--- src/rtl/husky_lite_config.svh ---
`ifndef HUSKY_LITE_CONFIG_SVH
`define HUSKY_LITE_CONFIG_SVH

// register bus geometry
`define REG_ADDR_WIDTH    8
`define REG_DATA_WIDTH    8
`define TARGET_IO_WIDTH   4
`define LA_SAMPLE_WIDTH   8

// register map
`define ADDR_TRIG_CFG     8'h10   // mask in 3:0, mode in 4
`define ADDR_TARGET_PWR   8'h11
`define ADDR_LA_CTRL      8'h20
`define ADDR_LA_STATUS    8'h21
`define ADDR_FIFO_READ    8'h30

// control and config bit positions
`define LA_ARM_BIT        0
`define LA_CLEAR_BIT      1
`define LA_FLUSH_BIT      2
`define TRIG_MODE_BIT     4       // 1 selects AND of masked lines

`define FIFO_DEPTH        16
`define FIFO_CNT_WIDTH    5
`define LA_BURST_LEN      8
`define FLASH_BIT         3       // led toggles every 2**FLASH_BIT cycles
`endif

--- src/rtl/husky_lite_pkg.sv ---
`include "husky_lite_config.svh"

package husky_lite_pkg;

   typedef logic [`REG_ADDR_WIDTH-1:0] reg_addr_t;
   typedef logic [`REG_DATA_WIDTH-1:0] reg_data_t;

   // io4..io1 in 3:0, trigger in 4, zeros above
   typedef logic [`LA_SAMPLE_WIDTH-1:0] la_sample_t;

   typedef logic [`FIFO_CNT_WIDTH-1:0] fifo_cnt_t;

endpackage

--- src/rtl/capture_fifo_if.sv ---
interface capture_fifo_if;
   import husky_lite_pkg::*;

   logic       wr;
   la_sample_t wr_data;
   logic       flush;
   logic       clear_err;
   logic       pop;
   la_sample_t head;      // zero while empty
   logic       empty;
   fifo_cnt_t  count;
   logic       error;     // sticky overflow

   modport producer (
      output wr, wr_data, flush, clear_err,
      input  empty, count, error
   );

   modport reader (
      output pop,
      input  head
   );

   modport buffer (
      input  wr, wr_data, flush, clear_err, pop,
      output head, empty, count, error
   );

endinterface

--- src/rtl/reg_bus_if.sv ---
interface reg_bus_if;
   import husky_lite_pkg::*;

   reg_addr_t addr;
   reg_data_t wdata;
   logic      read;    // single cycle pulse
   logic      write;   // single cycle pulse

   modport host (
      output addr,
      output wdata,
      output read,
      output write
   );

   modport device (
      input addr,
      input wdata,
      input read,
      input write
   );

endinterface

--- src/rtl/capture_fifo.sv ---
`include "husky_lite_config.svh"

module capture_fifo (
   input  logic           clk_usb_buf,
   input  logic           rst_n_i,
   capture_fifo_if.buffer fifo
);
   import husky_lite_pkg::*;

   localparam int PTR_W = $clog2(`FIFO_DEPTH);

   la_sample_t       mem [`FIFO_DEPTH];
   logic [PTR_W-1:0] wr_ptr_q;
   logic [PTR_W-1:0] rd_ptr_q;
   fifo_cnt_t        count_q;
   logic             error_q;
   logic             full;
   logic             push;
   logic             pop_ok;

   assign full   = (count_q == fifo_cnt_t'(`FIFO_DEPTH));
   assign push   = fifo.wr & ~full;        // writes while full are dropped
   assign pop_ok = fifo.pop & ~fifo.empty;

   always_ff @(posedge clk_usb_buf or negedge rst_n_i) begin
      if (!rst_n_i) begin
         wr_ptr_q <= '0;
         rd_ptr_q <= '0;
         count_q  <= '0;
         error_q  <= 1'b0;
      end else begin
         if (fifo.flush) begin
            wr_ptr_q <= '0;
            rd_ptr_q <= '0;
            count_q  <= '0;
         end else begin
            if (push) wr_ptr_q <= wr_ptr_q + 1'b1;
            if (pop_ok) rd_ptr_q <= rd_ptr_q + 1'b1;
            case ({push, pop_ok})
               2'b10:   count_q <= count_q + 1'b1;
               2'b01:   count_q <= count_q - 1'b1;
               default: ;
            endcase
         end
         // overflow beats a clear in the same cycle
         if (fifo.wr && full) error_q <= 1'b1;
         else if (fifo.clear_err) error_q <= 1'b0;
      end
   end

   always_ff @(posedge clk_usb_buf) begin
      if (push) mem[wr_ptr_q] <= fifo.wr_data;
   end

   assign fifo.empty = (count_q == '0);
   assign fifo.count = count_q;
   assign fifo.error = error_q;
   assign fifo.head  = fifo.empty ? '0 : mem[rd_ptr_q];

endmodule

--- src/rtl/husky_lite_top.sv ---
`include "husky_lite_config.svh"

module husky_lite_top (
   input  logic                        clk_usb_buf,
   input  logic                        rst_n_i,
   input  husky_lite_pkg::reg_addr_t   usb_addr_i,
   input  husky_lite_pkg::reg_data_t   usb_data_i,
   output husky_lite_pkg::reg_data_t   usb_data_o,
   output logic                        usb_data_oe_o,
   input  logic                        usb_rdn_i,
   input  logic                        usb_wrn_i,
   input  logic                        usb_cen_i,
   input  logic [`TARGET_IO_WIDTH-1:0] target_io_i,
   input  logic                        pll_status_i,
   output logic                        trig_out_o,
   output logic                        target_poweron_o,
   output logic                        led_adc_o,
   output logic                        led_armed_o,
   output logic                        led_cap_o
);

   husky_lite_pkg::reg_data_t trig_rdata;
   husky_lite_pkg::reg_data_t la_rdata;
   logic                      la_armed;
   logic                      la_capturing;

   reg_bus_if      reg_bus ();
   capture_fifo_if fifo_bus ();   // shared by sampler, fifo and usb reader

   usb_reg_bus usb_reg_bus_inst (
      .clk_usb_buf   (clk_usb_buf),
      .rst_n_i       (rst_n_i),
      .usb_addr_i    (usb_addr_i),
      .usb_data_i    (usb_data_i),
      .usb_rdn_i     (usb_rdn_i),
      .usb_wrn_i     (usb_wrn_i),
      .usb_cen_i     (usb_cen_i),
      .usb_data_o    (usb_data_o),
      .usb_data_oe_o (usb_data_oe_o),
      .trig_rdata_i  (trig_rdata),
      .la_rdata_i    (la_rdata),
      .bus           (reg_bus.host),
      .fifo          (fifo_bus.reader)
   );

   trigger_ctrl trigger_ctrl_inst (
      .clk_usb_buf      (clk_usb_buf),
      .rst_n_i          (rst_n_i),
      .bus              (reg_bus.device),
      .target_io_i      (target_io_i),
      .rdata_o          (trig_rdata),
      .trig_o           (trig_out_o),
      .target_poweron_o (target_poweron_o)
   );

   la_capture la_capture_inst (
      .clk_usb_buf (clk_usb_buf),
      .rst_n_i     (rst_n_i),
      .bus         (reg_bus.device),
      .target_io_i (target_io_i),
      .trig_i      (trig_out_o),
      .rdata_o     (la_rdata),
      .armed_o     (la_armed),
      .capturing_o (la_capturing),
      .fifo        (fifo_bus.producer)
   );

   capture_fifo capture_fifo_inst (
      .clk_usb_buf (clk_usb_buf),
      .rst_n_i     (rst_n_i),
      .fifo        (fifo_bus.buffer)
   );

   led_status led_status_inst (
      .clk_usb_buf  (clk_usb_buf),
      .rst_n_i      (rst_n_i),
      .error_i      (fifo_bus.error),
      .pll_status_i (pll_status_i),
      .armed_i      (la_armed),
      .capturing_i  (la_capturing),
      .led_adc_o    (led_adc_o),
      .led_armed_o  (led_armed_o),
      .led_cap_o    (led_cap_o)
   );

endmodule

--- src/rtl/la_capture.sv ---
`include "husky_lite_config.svh"

module la_capture (
   input  logic                        clk_usb_buf,
   input  logic                        rst_n_i,
   reg_bus_if.device                   bus,
   input  logic [`TARGET_IO_WIDTH-1:0] target_io_i,
   input  logic                        trig_i,
   output husky_lite_pkg::reg_data_t   rdata_o,
   output logic                        armed_o,
   output logic                        capturing_o,
   capture_fifo_if.producer            fifo
);
   import husky_lite_pkg::*;

   localparam int         BURST_CNT_W = $clog2(`LA_BURST_LEN);
   localparam logic [1:0] ST_IDLE     = 2'd0;
   localparam logic [1:0] ST_ARMED    = 2'd1;
   localparam logic [1:0] ST_CAPTURE  = 2'd2;

   logic [1:0]             state_q;
   logic [BURST_CNT_W-1:0] burst_cnt_q;
   logic                   done_q;
   logic                   ctrl_wr;
   logic                   arm;
   logic [3:0]             cnt_sat;
   reg_data_t              status;

   assign ctrl_wr        = bus.write && (bus.addr == `ADDR_LA_CTRL);
   assign arm            = ctrl_wr & bus.wdata[`LA_ARM_BIT];
   assign fifo.clear_err = ctrl_wr & bus.wdata[`LA_CLEAR_BIT];
   assign fifo.flush     = ctrl_wr & bus.wdata[`LA_FLUSH_BIT];

   always_ff @(posedge clk_usb_buf or negedge rst_n_i) begin
      if (!rst_n_i) begin
         state_q     <= ST_IDLE;
         burst_cnt_q <= '0;
         done_q      <= 1'b0;
      end else if (arm) begin        // re-arm restarts any burst
         state_q     <= ST_ARMED;
         burst_cnt_q <= '0;
         done_q      <= 1'b0;
      end else begin
         case (state_q)
            ST_ARMED: begin
               if (trig_i) state_q <= ST_CAPTURE;
            end
            ST_CAPTURE: begin
               if (burst_cnt_q == BURST_CNT_W'(`LA_BURST_LEN - 1)) begin
                  state_q     <= ST_IDLE;
                  burst_cnt_q <= '0;
                  done_q      <= 1'b1;
               end else begin
                  burst_cnt_q <= burst_cnt_q + 1'b1;
               end
            end
            default: state_q <= ST_IDLE;
         endcase
      end
   end

   // one sample per capture cycle, no back-pressure
   assign fifo.wr      = (state_q == ST_CAPTURE);
   assign fifo.wr_data = la_sample_t'({trig_i, target_io_i});

   assign armed_o     = (state_q != ST_IDLE);
   assign capturing_o = (state_q == ST_CAPTURE);

   assign cnt_sat = (fifo.count > fifo_cnt_t'(15)) ? 4'hf : fifo.count[3:0];
   assign status  = {cnt_sat, fifo.error, fifo.empty, done_q, armed_o};
   assign rdata_o = (bus.addr == `ADDR_LA_STATUS) ? status : '0;

endmodule

--- src/rtl/led_status.sv ---
`include "husky_lite_config.svh"

module led_status (
   input  logic clk_usb_buf,
   input  logic rst_n_i,
   input  logic error_i,
   input  logic pll_status_i,
   input  logic armed_i,
   input  logic capturing_i,
   output logic led_adc_o,
   output logic led_armed_o,
   output logic led_cap_o
);

   logic [`FLASH_BIT:0] flash_cnt_q;   // free running

   always_ff @(posedge clk_usb_buf or negedge rst_n_i) begin
      if (!rst_n_i) begin
         flash_cnt_q <= '0;
         led_armed_o <= 1'b0;
         led_cap_o   <= 1'b0;
      end else begin
         flash_cnt_q <= flash_cnt_q + 1'b1;
         led_armed_o <= armed_i;
         led_cap_o   <= capturing_i;
      end
   end

   // fast flash on a sticky fifo error, pll lock indication otherwise
   assign led_adc_o = error_i ? flash_cnt_q[`FLASH_BIT] : ~pll_status_i;

endmodule

--- src/rtl/trigger_ctrl.sv ---
`include "husky_lite_config.svh"

module trigger_ctrl (
   input  logic                        clk_usb_buf,
   input  logic                        rst_n_i,
   reg_bus_if.device                   bus,
   input  logic [`TARGET_IO_WIDTH-1:0] target_io_i,
   output husky_lite_pkg::reg_data_t   rdata_o,
   output logic                        trig_o,
   output logic                        target_poweron_o
);
   import husky_lite_pkg::*;

   logic [`TARGET_IO_WIDTH-1:0] mask_q;
   logic [`TARGET_IO_WIDTH-1:0] masked_io;
   logic                        and_mode_q;
   logic                        power_q;
   logic                        trig_next;
   reg_data_t                   cfg_word;
   reg_data_t                   pwr_word;

   always_ff @(posedge clk_usb_buf or negedge rst_n_i) begin
      if (!rst_n_i) begin
         mask_q     <= '0;
         and_mode_q <= 1'b0;
         power_q    <= 1'b0;
         trig_o     <= 1'b0;
      end else begin
         if (bus.write && (bus.addr == `ADDR_TRIG_CFG)) begin
            mask_q     <= bus.wdata[`TARGET_IO_WIDTH-1:0];
            and_mode_q <= bus.wdata[`TRIG_MODE_BIT];
         end
         if (bus.write && (bus.addr == `ADDR_TARGET_PWR)) begin
            power_q <= bus.wdata[0];
         end
         trig_o <= trig_next;
      end
   end

   assign masked_io = target_io_i & mask_q;
   // an empty mask never fires, in either mode
   assign trig_next = and_mode_q ? ((mask_q != '0) && (masked_io == mask_q))
                                 : (masked_io != '0);

   always_comb begin
      cfg_word                         = '0;
      cfg_word[`TARGET_IO_WIDTH-1:0]   = mask_q;
      cfg_word[`TRIG_MODE_BIT]         = and_mode_q;
   end

   assign pwr_word = reg_data_t'(power_q);

   assign rdata_o = (bus.addr == `ADDR_TRIG_CFG)   ? cfg_word :
                    (bus.addr == `ADDR_TARGET_PWR) ? pwr_word : '0;

   assign target_poweron_o = power_q;

endmodule

--- src/rtl/usb_reg_bus.sv ---
`include "husky_lite_config.svh"

module usb_reg_bus (
   input  logic                      clk_usb_buf,
   input  logic                      rst_n_i,
   input  husky_lite_pkg::reg_addr_t usb_addr_i,
   input  husky_lite_pkg::reg_data_t usb_data_i,
   input  logic                      usb_rdn_i,
   input  logic                      usb_wrn_i,
   input  logic                      usb_cen_i,
   output husky_lite_pkg::reg_data_t usb_data_o,
   output logic                      usb_data_oe_o,
   input  husky_lite_pkg::reg_data_t trig_rdata_i,
   input  husky_lite_pkg::reg_data_t la_rdata_i,
   reg_bus_if.host                   bus,
   capture_fifo_if.reader            fifo
);
   import husky_lite_pkg::*;

   logic      wr_act;
   logic      rd_act;
   logic      wr_act_q;
   logic      rd_act_q;
   logic      wr_start;
   logic      rd_start;
   logic      read_q;        // read pulse one cycle later
   logic      fifo_sel;
   reg_data_t or_rdata_q;
   reg_data_t rdata_q;

   assign wr_act   = ~usb_cen_i & ~usb_wrn_i;
   assign rd_act   = ~usb_cen_i & ~usb_rdn_i;
   assign wr_start = wr_act & ~wr_act_q;   // first cycle of the strobe
   assign rd_start = rd_act & ~rd_act_q;

   always_ff @(posedge clk_usb_buf or negedge rst_n_i) begin
      if (!rst_n_i) begin
         wr_act_q  <= 1'b0;
         rd_act_q  <= 1'b0;
         bus.write <= 1'b0;
         bus.read  <= 1'b0;
         read_q    <= 1'b0;
      end else begin
         wr_act_q  <= wr_act;
         rd_act_q  <= rd_act;
         bus.write <= wr_start;
         bus.read  <= rd_start;
         read_q    <= bus.read;
      end
   end

   // address and data stay latched until the next strobe
   always_ff @(posedge clk_usb_buf) begin
      if (wr_start | rd_start) begin
         bus.addr  <= usb_addr_i;
         bus.wdata <= usb_data_i;
      end
   end

   assign fifo_sel = (bus.addr == `ADDR_FIFO_READ);
   assign fifo.pop = read_q & fifo_sel;

   // devices return zero outside their own addresses
   always_ff @(posedge clk_usb_buf) begin
      or_rdata_q <= trig_rdata_i | la_rdata_i;
      if (read_q) begin
         rdata_q <= fifo_sel ? fifo.head : or_rdata_q;
      end
   end

   assign usb_data_o    = rdata_q;
   assign usb_data_oe_o = rd_act;

endmodule
--- config.mk ---
export PLATFORM = sky130hd
export DESIGN_NAME = husky_lite_top
export DESIGN_NICKNAME = d
export VERILOG_FILES = /design/src/rtl/husky_lite_pkg.sv /design/src/rtl/capture_fifo_if.sv /design/src/rtl/reg_bus_if.sv /design/src/rtl/capture_fifo.sv /design/src/rtl/husky_lite_top.sv /design/src/rtl/la_capture.sv /design/src/rtl/led_status.sv /design/src/rtl/trigger_ctrl.sv /design/src/rtl/usb_reg_bus.sv
export VERILOG_INCLUDE_DIRS = /design/src /design/src/rtl
export SDC_FILE = /design/constraint.sdc
export NUM_CORES = 1
export LEC_CHECK = 0
export BUFFER_PORTS_ARGS = -buffer_cell sky130_fd_sc_hd__buf_2
export CORE_UTILIZATION = 53
export CTS_BUF_LIST = sky130_fd_sc_hd__clkbuf_2 sky130_fd_sc_hd__clkbuf_4 sky130_fd_sc_hd__clkbuf_8
export CTS_CLUSTER_SIZE = 40
export DETAILED_ROUTE_END_ITERATION = 10
export PLACE_DENSITY = 0.72
export SETUP_SLACK_MARGIN = 0.3
export SLEW_MARGIN = 0
export SYNTH_ARGS = -nofsm -noshare
export SYNTH_HDL_FRONTEND = slang
export SYNTH_HIERARCHICAL = 1
export SYNTH_SLANG_ARGS = --single-unit
--- constraint.sdc ---
create_clock -name clk_usb_buf -period 7.1 [get_ports clk_usb_buf]
set_input_delay 0.355 -clock clk_usb_buf [delete_from_list [all_inputs] [get_ports clk_usb_buf]]
set_output_delay 0.355 -clock clk_usb_buf [all_outputs]
set_load 0.005 [all_outputs]
==> flow_metrics.tcl, run 1 <==
set metrics [dict create \
    cts_sinks 195 \
    drc 0 \
    drt_iter0_drc 276 \
    numPlacedInstances 692 \
    vias 4181 \
    grt-busiest-layer "met2" \
    post-route-period-util_pct 53.1 \
    drt_wl_total_um 14600 \
    fill_cells 1125 \
    die_y_um 126 \
    insertion_delay_ns 0.47 \
    arrival_ns 4.17 \
    end_kind "flip-flop" \
    start_util_pct 54.0 \
    groute.usage.overall_pct 19.9 \
    die_area_um2 15900 \
    fin_worst_skew_ns 0.00906 \
    hpwl_um 9350 \
    rrSetupSlack_ns 3.33 \
    nets 559 \
    yosys_warnings 6 \
    tightest_slew_ns 1.09 \
    syn_area_per_cell_um2 16.6 \
    timing.rr.end "capture_fifo_inst/fifo.count[4]" \
    io_buffers 36 \
    setup_viol 0 \
    outcome "completed" \
    synthToLayoutAreaGrowth_pct 7.33 \
    antenna_found_initial 0 \
    rsz0062_at_grt "false" \
    ant_nets 0 \
    n_antenna_cell 0 \
    final_cell_area_um2 8780 \
    leakagePower_uw 0.00316 \
    viasPerCell 5.79 \
    cts_buffer_depth 2 \
    cts_resized 0 \
    post_cts_buffers 0 \
    final_layout_size_suffix_gt1_share_pct 27.9 \
    cts_buffers 17 \
    grt_use_met3_pct 3.99 \
    drt-pass1-iter-count 4 \
    grt_pass1_wl_um 22900 \
    crit_fanout 9 \
    finalCriticalPeriod_ns 3.77 \
    hold_viol_final 0 \
    grt_pass1_vias 4174 \
    cts_tree "yes" \
    cts-root-buf "clkbuf_8" \
    use_met2_pct 32.4 \
    cts_hold_buf 0 \
    drv_cap 0 \
    timing.final.max_slew_violations 0 \
    gp_congestion 0.830 \
    max-slew-margin-rel_pct 27.1 \
    timing.rr.start "usb_reg_bus_inst/bus.addr[0]" \
    clkTransAtPathRegs_ns 0.09 \
    final_cells 722 \
    hold_class "primary input to asynchronous set/reset pin" \
    final_util_pct 58.0 \
    gr-total-overflow 0 \
    fin_setup_tns_ns 0 \
    die_w_um 126 \
    core_um2 15100 \
    timing.fmax_mhz 265 \
    peakVddDrop_mv 0.132 \
    grt_start_max_net_pins 39 \
    start_kind "flip-flop" \
    cts_max_level 4 \
    reg2regPathDepth 11 \
    ioPinCount 40 \
    post_drt_wl_per_cell_um 20.2 \
    power_density_nw_per_um2 225 \
    row_count 45 \
    worstPathRequired_ns 7.50 \
    crit_type "flip-flop to flip-flop" \
    synthCells 493 \
    use_met1_pct 26.4 \
    place_area_um2 8430 \
    syn_area_um2 8180 \
]
registers in the layout, indices dropped and copies added, names as in the netlist, 2 cells and up:
name	count
capture_fifo_inst/wr_ptr_q	4
usb_reg_bus_inst/bus.addr	8
led_status_inst/flash_cnt_q	4
capture_fifo_inst/rd_ptr_q	4
capture_fifo_inst/mem	128
trigger_ctrl_inst/mask_q	4
usb_reg_bus_inst/usb_data_o	8
usb_reg_bus_inst/bus.wdata	5
usb_reg_bus_inst/or_rdata_q	8
la_capture_inst/burst_cnt_q	3
capture_fifo_inst/fifo.count	5
la_capture_inst/state_q	2
through the flow:
step	setup slack (ns)	total power (µW)	hold slack, ns
2_1_floorplan	4.17	1320	0.0594
3_3_place_gp	3.45	1340	0.348
3_5_place_dp	3.35	1340	0.349
4_1_cts	3.34	1990	0.0115
5_1_grt	3.03	2040	0.0249
6_report	3.33	1970	0.00239
cell usage in the layout, fill, tap and decap left out, drive strengths merged, types with 6 or more instances in the layout:
master,instances
dfrtp,38
mux2i,18
mux2,14
nand2b,8
ha,10
conb,6
and3,11
mux4,32
inv,19
o22ai,9
dfxtp,8
edfxtp,149
nor2,31
a21oi,11
xor2,8
clkbuf,18
nand2,17
nand3,8
or2,10
nor3,6
buf,40
worst max path at each step:
stage | startpoint | end | slack, ns
final | usb_reg_bus_inst/bus.addr[0] | capture_fifo_inst/fifo.count[4] | 3.33
after detailed placement | usb_reg_bus_inst/bus.addr[0] | capture_fifo_inst/fifo.count[4] | 3.35
after floorplan | usb_reg_bus_inst/bus.addr[0] | capture_fifo_inst/fifo.count[4] | 4.17
after global routing | usb_reg_bus_inst/bus.addr[0] | capture_fifo_inst/fifo.count[4] | 3.03
after global placement | usb_reg_bus_inst/bus.addr[0] | capture_fifo_inst/fifo.count[4] | 3.45
after CTS | usb_reg_bus_inst/bus.addr[0] | capture_fifo_inst/fifo.count[4] | 3.34
critical path, stage by stage (launching register included):
cell       delay [ns]
edfxtp_1         0.54
nor4_2           0.34
nand4_2          0.37
nor2_1           0.60
nand2_1          0.26
a21oi_1          0.28
xor2_1           0.18
ha_1             0.25
a31o_2           0.19
a21oi_1          0.06
or4_1            0.49
a2bb2oi_1        0.16
routing by layer:
layer  share of wire [%]  wire [µm]
met2                  50       7340
met5                   0          0
met4                 1.9        276
met3                 4.7        681
met1                  43       6270
layout make-up:
class	count	area [µm²]	share of cell area, %
timing repair buffer	40	210	2.39
clock inverter	12	110	1.25
multi-input combinational	253	2330	26.6
tap	188	235	2.68
sequential	195	5590	63.7
inverter	16	60.1	0.684
clock buffer	18	241	2.75
report_power, final:
group	switching, µW	leakage, µW	internal (µW)
clock network	376	0.000166	278
registers	15.8	0.00194	1240
logic	39.0	0.00105	21.5
Power figures use the tool's default switching activity.
==> run 2: changes to the inputs <==
==> constraint.sdc (replaced) <==
create_clock -name clk_usb_buf -period 3.6 [get_ports clk_usb_buf]
set_input_delay 0.18 -clock clk_usb_buf [delete_from_list [all_inputs] [get_ports clk_usb_buf]]
set_output_delay 0.18 -clock clk_usb_buf [all_outputs]
set_load 0.005 [all_outputs]
==> flow_metrics.tcl, run 2 (synthesis gave the netlist of run 1 again) <==
set metrics [dict create \
    final_cell_area_um2 9100 \
    cts_tree "yes" \
    clkTransAtPathRegs_ns 0.10 \
    reg2regPathDepth 11 \
    drv_cap 0 \
    hold_start "target_io_i[1]" \
    antenna_found_initial 0 \
    hold_class "primary input to flip-flop" \
    rsz0062_at_grt "false" \
    start_kind "flip-flop" \
    max-slew-margin-rel_pct 30.8 \
    multi_input_area_um2 2330 \
    crit_type "flip-flop to flip-flop" \
    io_buffers 36 \
    largest_register "capture_fifo_inst/mem" \
    cts-root-buf "clkbuf_8" \
    n_antenna_cell 0 \
    gr-total-overflow 0 \
    die_y_um 126 \
    nets 584 \
    groute.usage.overall_pct 20.5 \
    final_layout_size_suffix_gt1_share_pct 27.5 \
    rrSetupSlack_ns 0.49 \
    ioPinCount 40 \
    leakagePower_uw 0.00331 \
    crit_fanout 7 \
    post-route-period-util_pct 86.3 \
    timing.final.max_slew_violations 0 \
    regArea_um2 5590 \
    insertion_delay_ns 0.47 \
    die_area_um2 15900 \
    cts_resized 0 \
    drt_iter0_drc 366 \
    drc 0 \
    ant_nets 0 \
    die_w_um 126 \
    vias 4337 \
    drt_wl_total_um 15000 \
    worstPathRequired_ns 4.00 \
    timing.fmax_mhz 322 \
    fin_worst_skew_ns 0.0124 \
    final_common_cell "edfxtp_1" \
    arrival_ns 3.50 \
    layout_common_cells "149 x edfxtp_1, 37 x dfrtp_1, 36 x buf_2" \
    timing.rr.end "capture_fifo_inst/fifo.count[4]" \
    min_path_cells 1 \
    gp_congestion 0.771 \
    drt-pass1-iter-count 4 \
    start_util_pct 54.0 \
    grt_start_max_net_pins 39 \
    fill_cells 1097 \
    cts_max_level 4 \
    post_drt_wl_per_cell_um 20.0 \
    cts_sinks 195 \
    outcome "completed" \
    tightest_slew_ns 1.04 \
    synthToLayoutAreaGrowth_pct 11.2 \
    cts_buffer_depth 2 \
    row_count 45 \
    hpwl_um 9460 \
    hold_viol_final 0 \
    setup_viol 0 \
    viasPerCell 5.80 \
    end_kind "flip-flop" \
    peakVddDrop_mv 0.287 \
    finalCriticalPeriod_ns 3.11 \
    place_area_um2 8480 \
    grt_pass1_wl_um 23900 \
    cts_buffers 17 \
    grt_pass1_vias 4424 \
    fin_setup_tns_ns 0 \
    core_um2 15100 \
    power_density_nw_per_um2 452 \
    largest_reg_flops 128 \
    hold_end "capture_fifo_inst/mem[2][1]" \
    timing.rr.start "usb_reg_bus_inst/bus.addr[0]" \
]
-- run 2: cell count changes in the layout (fill, tap and decap cells not counted), sizes merged --
| cell | change |
|---|---|
| clkinv | -1 |
| bufinv | +3 |
| buf | +6 |
| dlygate4sd3 | +19 |
| inv | -1 |
-- run 2: metrics by stage --
stage,setup slack (ns),utilization (%),hold WS [ns],total power [µW],instances
final,0.493,60.1,0.121,4110,748
after CTS,0.535,60.1,0.103,4130,748
after detailed placement,0.533,56.0,0.340,2650,698
after floorplan,0.667,-,-0.116,2600,497
after global placement,0.712,56.0,0.324,2640,698
after global routing,0.322,60.1,0.106,4230,748
-- run 2: worst max-delay path by stage --
stage                            startpoint                              end  slack, ns  cells after the start
3_3_place_gp   usb_reg_bus_inst/bus.addr[0]  capture_fifo_inst/fifo.count[4]       0.71                     11
6_report       usb_reg_bus_inst/bus.addr[0]  capture_fifo_inst/fifo.count[4]       0.49                     11
2_1_floorplan  usb_reg_bus_inst/bus.addr[0]  capture_fifo_inst/fifo.count[4]       0.67                     12
3_5_place_dp   usb_reg_bus_inst/bus.addr[0]  capture_fifo_inst/fifo.count[4]       0.53                     11
5_1_grt        usb_reg_bus_inst/bus.addr[0]  capture_fifo_inst/fifo.count[4]       0.32                     11
4_1_cts        usb_reg_bus_inst/bus.addr[0]  capture_fifo_inst/fifo.count[4]       0.54                     11
-- run 2: what timing repair did --
action                    in CTS  in global routing
hold buffers                  19                  0
hold endpoints to repair      55                  0
setup buffers                  0                  0
-- run 2: area by class of cell --
type | instances | share of cell area [%]
inverter | 16 | 0.660
clock inverter | 13 | 2.01
clock buffer | 18 | 2.65
timing repair buffer | 65 | 5.03
multi-input combinational | 253 | 25.6
sequential | 195 | 61.4
tap | 188 | 2.59
-- run 2: power by group --
part / internal (µW) / switching [µW] / leakage (µW)
Combinational: 56.8 / 81.8 / 0.00117
Sequential: 2450 / 29.6 / 0.00194
Clock: 759 / 732 / 0.000198
Total: 3270 / 843 / 0.00331
-- run 2: critical path, stage by stage (launching register included) --
cell	delay, ns
edfxtp_1	0.55
nor4_2	0.33
nand4_2	0.19
nor2_1	0.18
nand2_1	0.17
a21oi_1	0.27
xor2_1	0.19
ha_1	0.26
a31o_2	0.20
a21oi_1	0.07
or4_1	0.48
a2bb2oi_1	0.16
-- run 2: per-layer routing --
| layer | global-route usage [%] | part of all wire (%) |
|---|---|---|
| met2 | 34.3 | 50 |
| met1 | 26.7 | 43 |
| met5 | 0 | 0 |
| met4 | 8.08 | 2.3 |
| met3 | 3.87 | 4.6 |
==> run 3: changes to the inputs <==
--- a/config.mk
+++ b/config.mk
@@ -11,10 +11,9 @@
 export CTS_BUF_LIST = sky130_fd_sc_hd__clkbuf_2 sky130_fd_sc_hd__clkbuf_4 sky130_fd_sc_hd__clkbuf_8
 export CTS_CLUSTER_SIZE = 40
 export DETAILED_ROUTE_END_ITERATION = 10
-export PLACE_DENSITY = 0.72
+export PLACE_DENSITY = 0.73
 export SETUP_SLACK_MARGIN = 0.3
 export SLEW_MARGIN = 0
 export SYNTH_ARGS = -nofsm -noshare
 export SYNTH_HDL_FRONTEND = slang
-export SYNTH_HIERARCHICAL = 1
 export SYNTH_SLANG_ARGS = --single-unit
==> flow_metrics.tcl, run 3 <==
set metrics [dict create \
    fin_setup_tns_ns 0 \
    hold_end "capture_fifo_inst.mem[1][0]" \
    path_common_cell "nor2_1" \
    power_density_nw_per_um2 485 \
    timing.fmax_mhz 326 \
    ys.flop_type "edfxtp_1" \
    viasPerCell 5.62 \
    final_layout_size_suffix_gt1_share_pct 21.0 \
    yosys_warnings 0 \
    tightest_slew_ns 0.855 \
    yosys-top-cells-area "edfxtp_1 50%, dfrtp_1 16%, mux4_2 4.4%" \
    synthCells 396 \
    use_met2_pct 35.5 \
    die_y_um 109 \
    async_flop_share_pct 25.9 \
    post-route-period-util_pct 85.3 \
    min_path_cells 1 \
    worstPathRequired_ns 3.96 \
    nets 492 \
    hold_start "target_io_i[0]" \
    timing.rr.end "capture_fifo_inst.fifo.count[4]" \
    crit_fanout 10 \
    cts-root-buf "clkbuf_8" \
    die_w_um 109 \
    cts_sinks 147 \
    gr-total-overflow 0 \
    cpMaxStageDelayCell "edfxtp_1" \
    gp_congestion 0.771 \
    synth_most_common_cell "edfxtp_1" \
    synth_cell_type_count 48 \
    rsz0062_at_grt "false" \
    peakVddDrop_mv 0.232 \
    ioPinCount 40 \
    final_common_cell "edfxtp_1" \
    setup_viol 0 \
    synth_top_family_by_area "multiplexers" \
    n_antenna_cell 0 \
    io_buffers 36 \
    timing.final.max_slew_violations 0 \
    syn_area_per_cell_um2 15.4 \
    ys_ff_latch 147 \
    drt-pass1-iter-count 4 \
    drv_cap 0 \
    yosys-top-cells-count "101 x edfxtp_1, 38 x dfrtp_1, 31 x nor2_1" \
    grt_pass1_wl_um 18100 \
    yosys.area_share.simple_pct 9.66 \
    cts_buffer_depth 2 \
    ant_nets 0 \
    start_kind "flip-flop" \
    synth_compound_area_share_pct 5.59 \
    synth_adder_area_share_pct 2.46 \
    drc 0 \
    finalCriticalPeriod_ns 3.07 \
    die_area_um2 12000 \
    fill_cells 782 \
    hold_ws_ns 0.160 \
    cpLargestDelayFamily "simple AND/OR/NAND/NOR gates" \
    largest_reg_flops 80 \
    insertion_delay_ns 0.44 \
    critPathMaxStageDelay_ns 0.51 \
    hold_class "primary input to flip-flop" \
    synthXorXnorAreaFrac_pct 1.58 \
    worstPathCellList "nor4_4 > nand4_4 > nor2_1 > ha_2 > xor2_1 > ha_1 > nor2_1 > o32ai_1 > a211oi_1 > or3_1 > a21oi_1" \
    drt_iter0_drc 210 \
    start_util_pct 55.4 \
    syn_area_um2 6110 \
    reg2regPathDepth 11 \
    leakagePower_uw 0.00271 \
    cts_max_level 4 \
    drt_wl_total_um 11400 \
    cts_buffers 17 \
    hpwl_um 7330 \
    antenna_found_initial 0 \
    hold_viol_final 0 \
    largest_register "capture_fifo_inst.mem" \
    synth_fp_nets 434 \
    synthToLayoutAreaGrowth_pct 15.0 \
    fin_worst_skew_ns 0.00975 \
    row_count 38 \
    use_met1_pct 27.9 \
    cts_tree "yes" \
    post_drt_wl_per_cell_um 18.8 \
    yosysSeqAreaShare_pct 67.8 \
    timing.rr.start "usb_reg_bus_inst.bus.addr[0]" \
    max-slew-margin-rel_pct 43.0 \
    vias 3410 \
    synth_edf_count 101 \
    rrSetupSlack_ns 0.53 \
    grt-busiest-layer "met2" \
    yosys.area.top_type "edfxtp_1" \
    arrival_ns 3.44 \
    layout_common_cells "101 x edfxtp_1, 38 x dfrtp_1, 36 x buf_2" \
    grt_start_max_net_pins 39 \
    end_kind "flip-flop" \
    groute.usage.overall_pct 21.5 \
    synth_top_area_share_pct 49.6 \
    crit_type "flip-flop to flip-flop" \
    outcome "completed" \
    grt_pass1_vias 3452 \
    worst-path-buf-inv 0 \
    synthMuxAreaShare_pct 10.3 \
    core_um2 11000 \
    grt_use_met3_pct 6.40 \
    clkTransAtPathRegs_ns 0.08 \
]
-- run 3: worst max path at each step --
stage / start / end / slack [ns] / cells past startpoint
2_1_floorplan: capture_fifo_inst.fifo.count[1] / capture_fifo_inst.fifo.count[4] / 0.62 / 13
3_3_place_gp: usb_reg_bus_inst.bus.addr[0] / capture_fifo_inst.fifo.count[4] / 0.55 / 11
3_5_place_dp: usb_reg_bus_inst.bus.addr[0] / capture_fifo_inst.fifo.count[4] / 0.42 / 11
4_1_cts: usb_reg_bus_inst.bus.addr[0] / capture_fifo_inst.fifo.count[4] / 0.39 / 11
5_1_grt: usb_reg_bus_inst.bus.addr[0] / capture_fifo_inst.fifo.count[4] / 0.31 / 11
6_report: usb_reg_bus_inst.bus.addr[0] / capture_fifo_inst.fifo.count[4] / 0.53 / 11
-- run 3: cell type report --
| type | count | area [µm²] | area share (%) |
|---|---|---|---|
| clock buffer | 22 | 284 | 4.04 |
| clock inverter | 10 | 156 | 2.23 |
| inverter | 15 | 56.3 | 0.801 |
| multi-input combinational | 215 | 1820 | 25.9 |
| sequential | 147 | 4140 | 59.0 |
| tap | 140 | 175 | 2.49 |
| timing repair buffer | 58 | 393 | 5.59 |
-- run 3: timing repair --
| item | in CTS | in global routing |
|---|---|---|
| gates resized for setup | 0 | 2 |
| endpoints found under the hold margin | 55 | 0 |
| hold buffers | 19 | 0 |
| endpoints found under the setup margin | 0 | 1 |
| buffers inserted | 0 | 0 |
-- run 3: worst reg2reg max path, delay by kind of cell, from the launching register on --
family	cells	cell delay (ns)
adders and majority gates	2	0.54
AOI/OAI and AO/OA	3	0.49
xor gates and xnor gates	1	0.18
DFF	1	0.51
and+or+nand+nor	5	1.29
-- run 3: layer usage --
| metal | wire (µm) | part of all wire (%) |
|---|---|---|
| met1 | 4850 | 43 |
| met2 | 5820 | 51 |
| met5 | 0 | 0 |
| met3 | 631 | 5.5 |
| met4 | 103 | 0.90 |
-- run 3: report_power, final --
| group | internal, µW | switching (µW) |
|---|---|---|
| Sequential | 1840 | 37.3 |
| Clock | 811 | 576 |
| Combinational | 63.1 | 80.9 |
| Total | 2720 | 694 |
-- run 3: kinds of logic (layout without fill, tap and decap cells) --
kind of cell / after synthesis / in the layout
flip-flops: 147 / 147
AND/OR/NAND/NOR: 108 / 108
AO/OA/AOI/OAI: 50 / 50
XOR/XNOR: 11 / 11
adder cells (fa/ha/maj): 12 / 12
buffers and inverters: 34 / 105
multiplexers: 34 / 34
-- run 3: stage by stage --
step | setup WS, ns | instances | area (µm²) | total power [µW] | utilization [%]
global route | 0.313 | 607 | 7030 | 3530 | 63.7
detailed placement | 0.416 | 556 | 6390 | 2040 | 57.9
floorplan | 0.623 | 396 | 6110 | 1980 | -
CTS | 0.393 | 607 | 7020 | 3430 | 63.6
finish | 0.529 | 607 | 7030 | 3410 | 63.7
global placement | 0.553 | 556 | 6390 | 2030 | 57.9
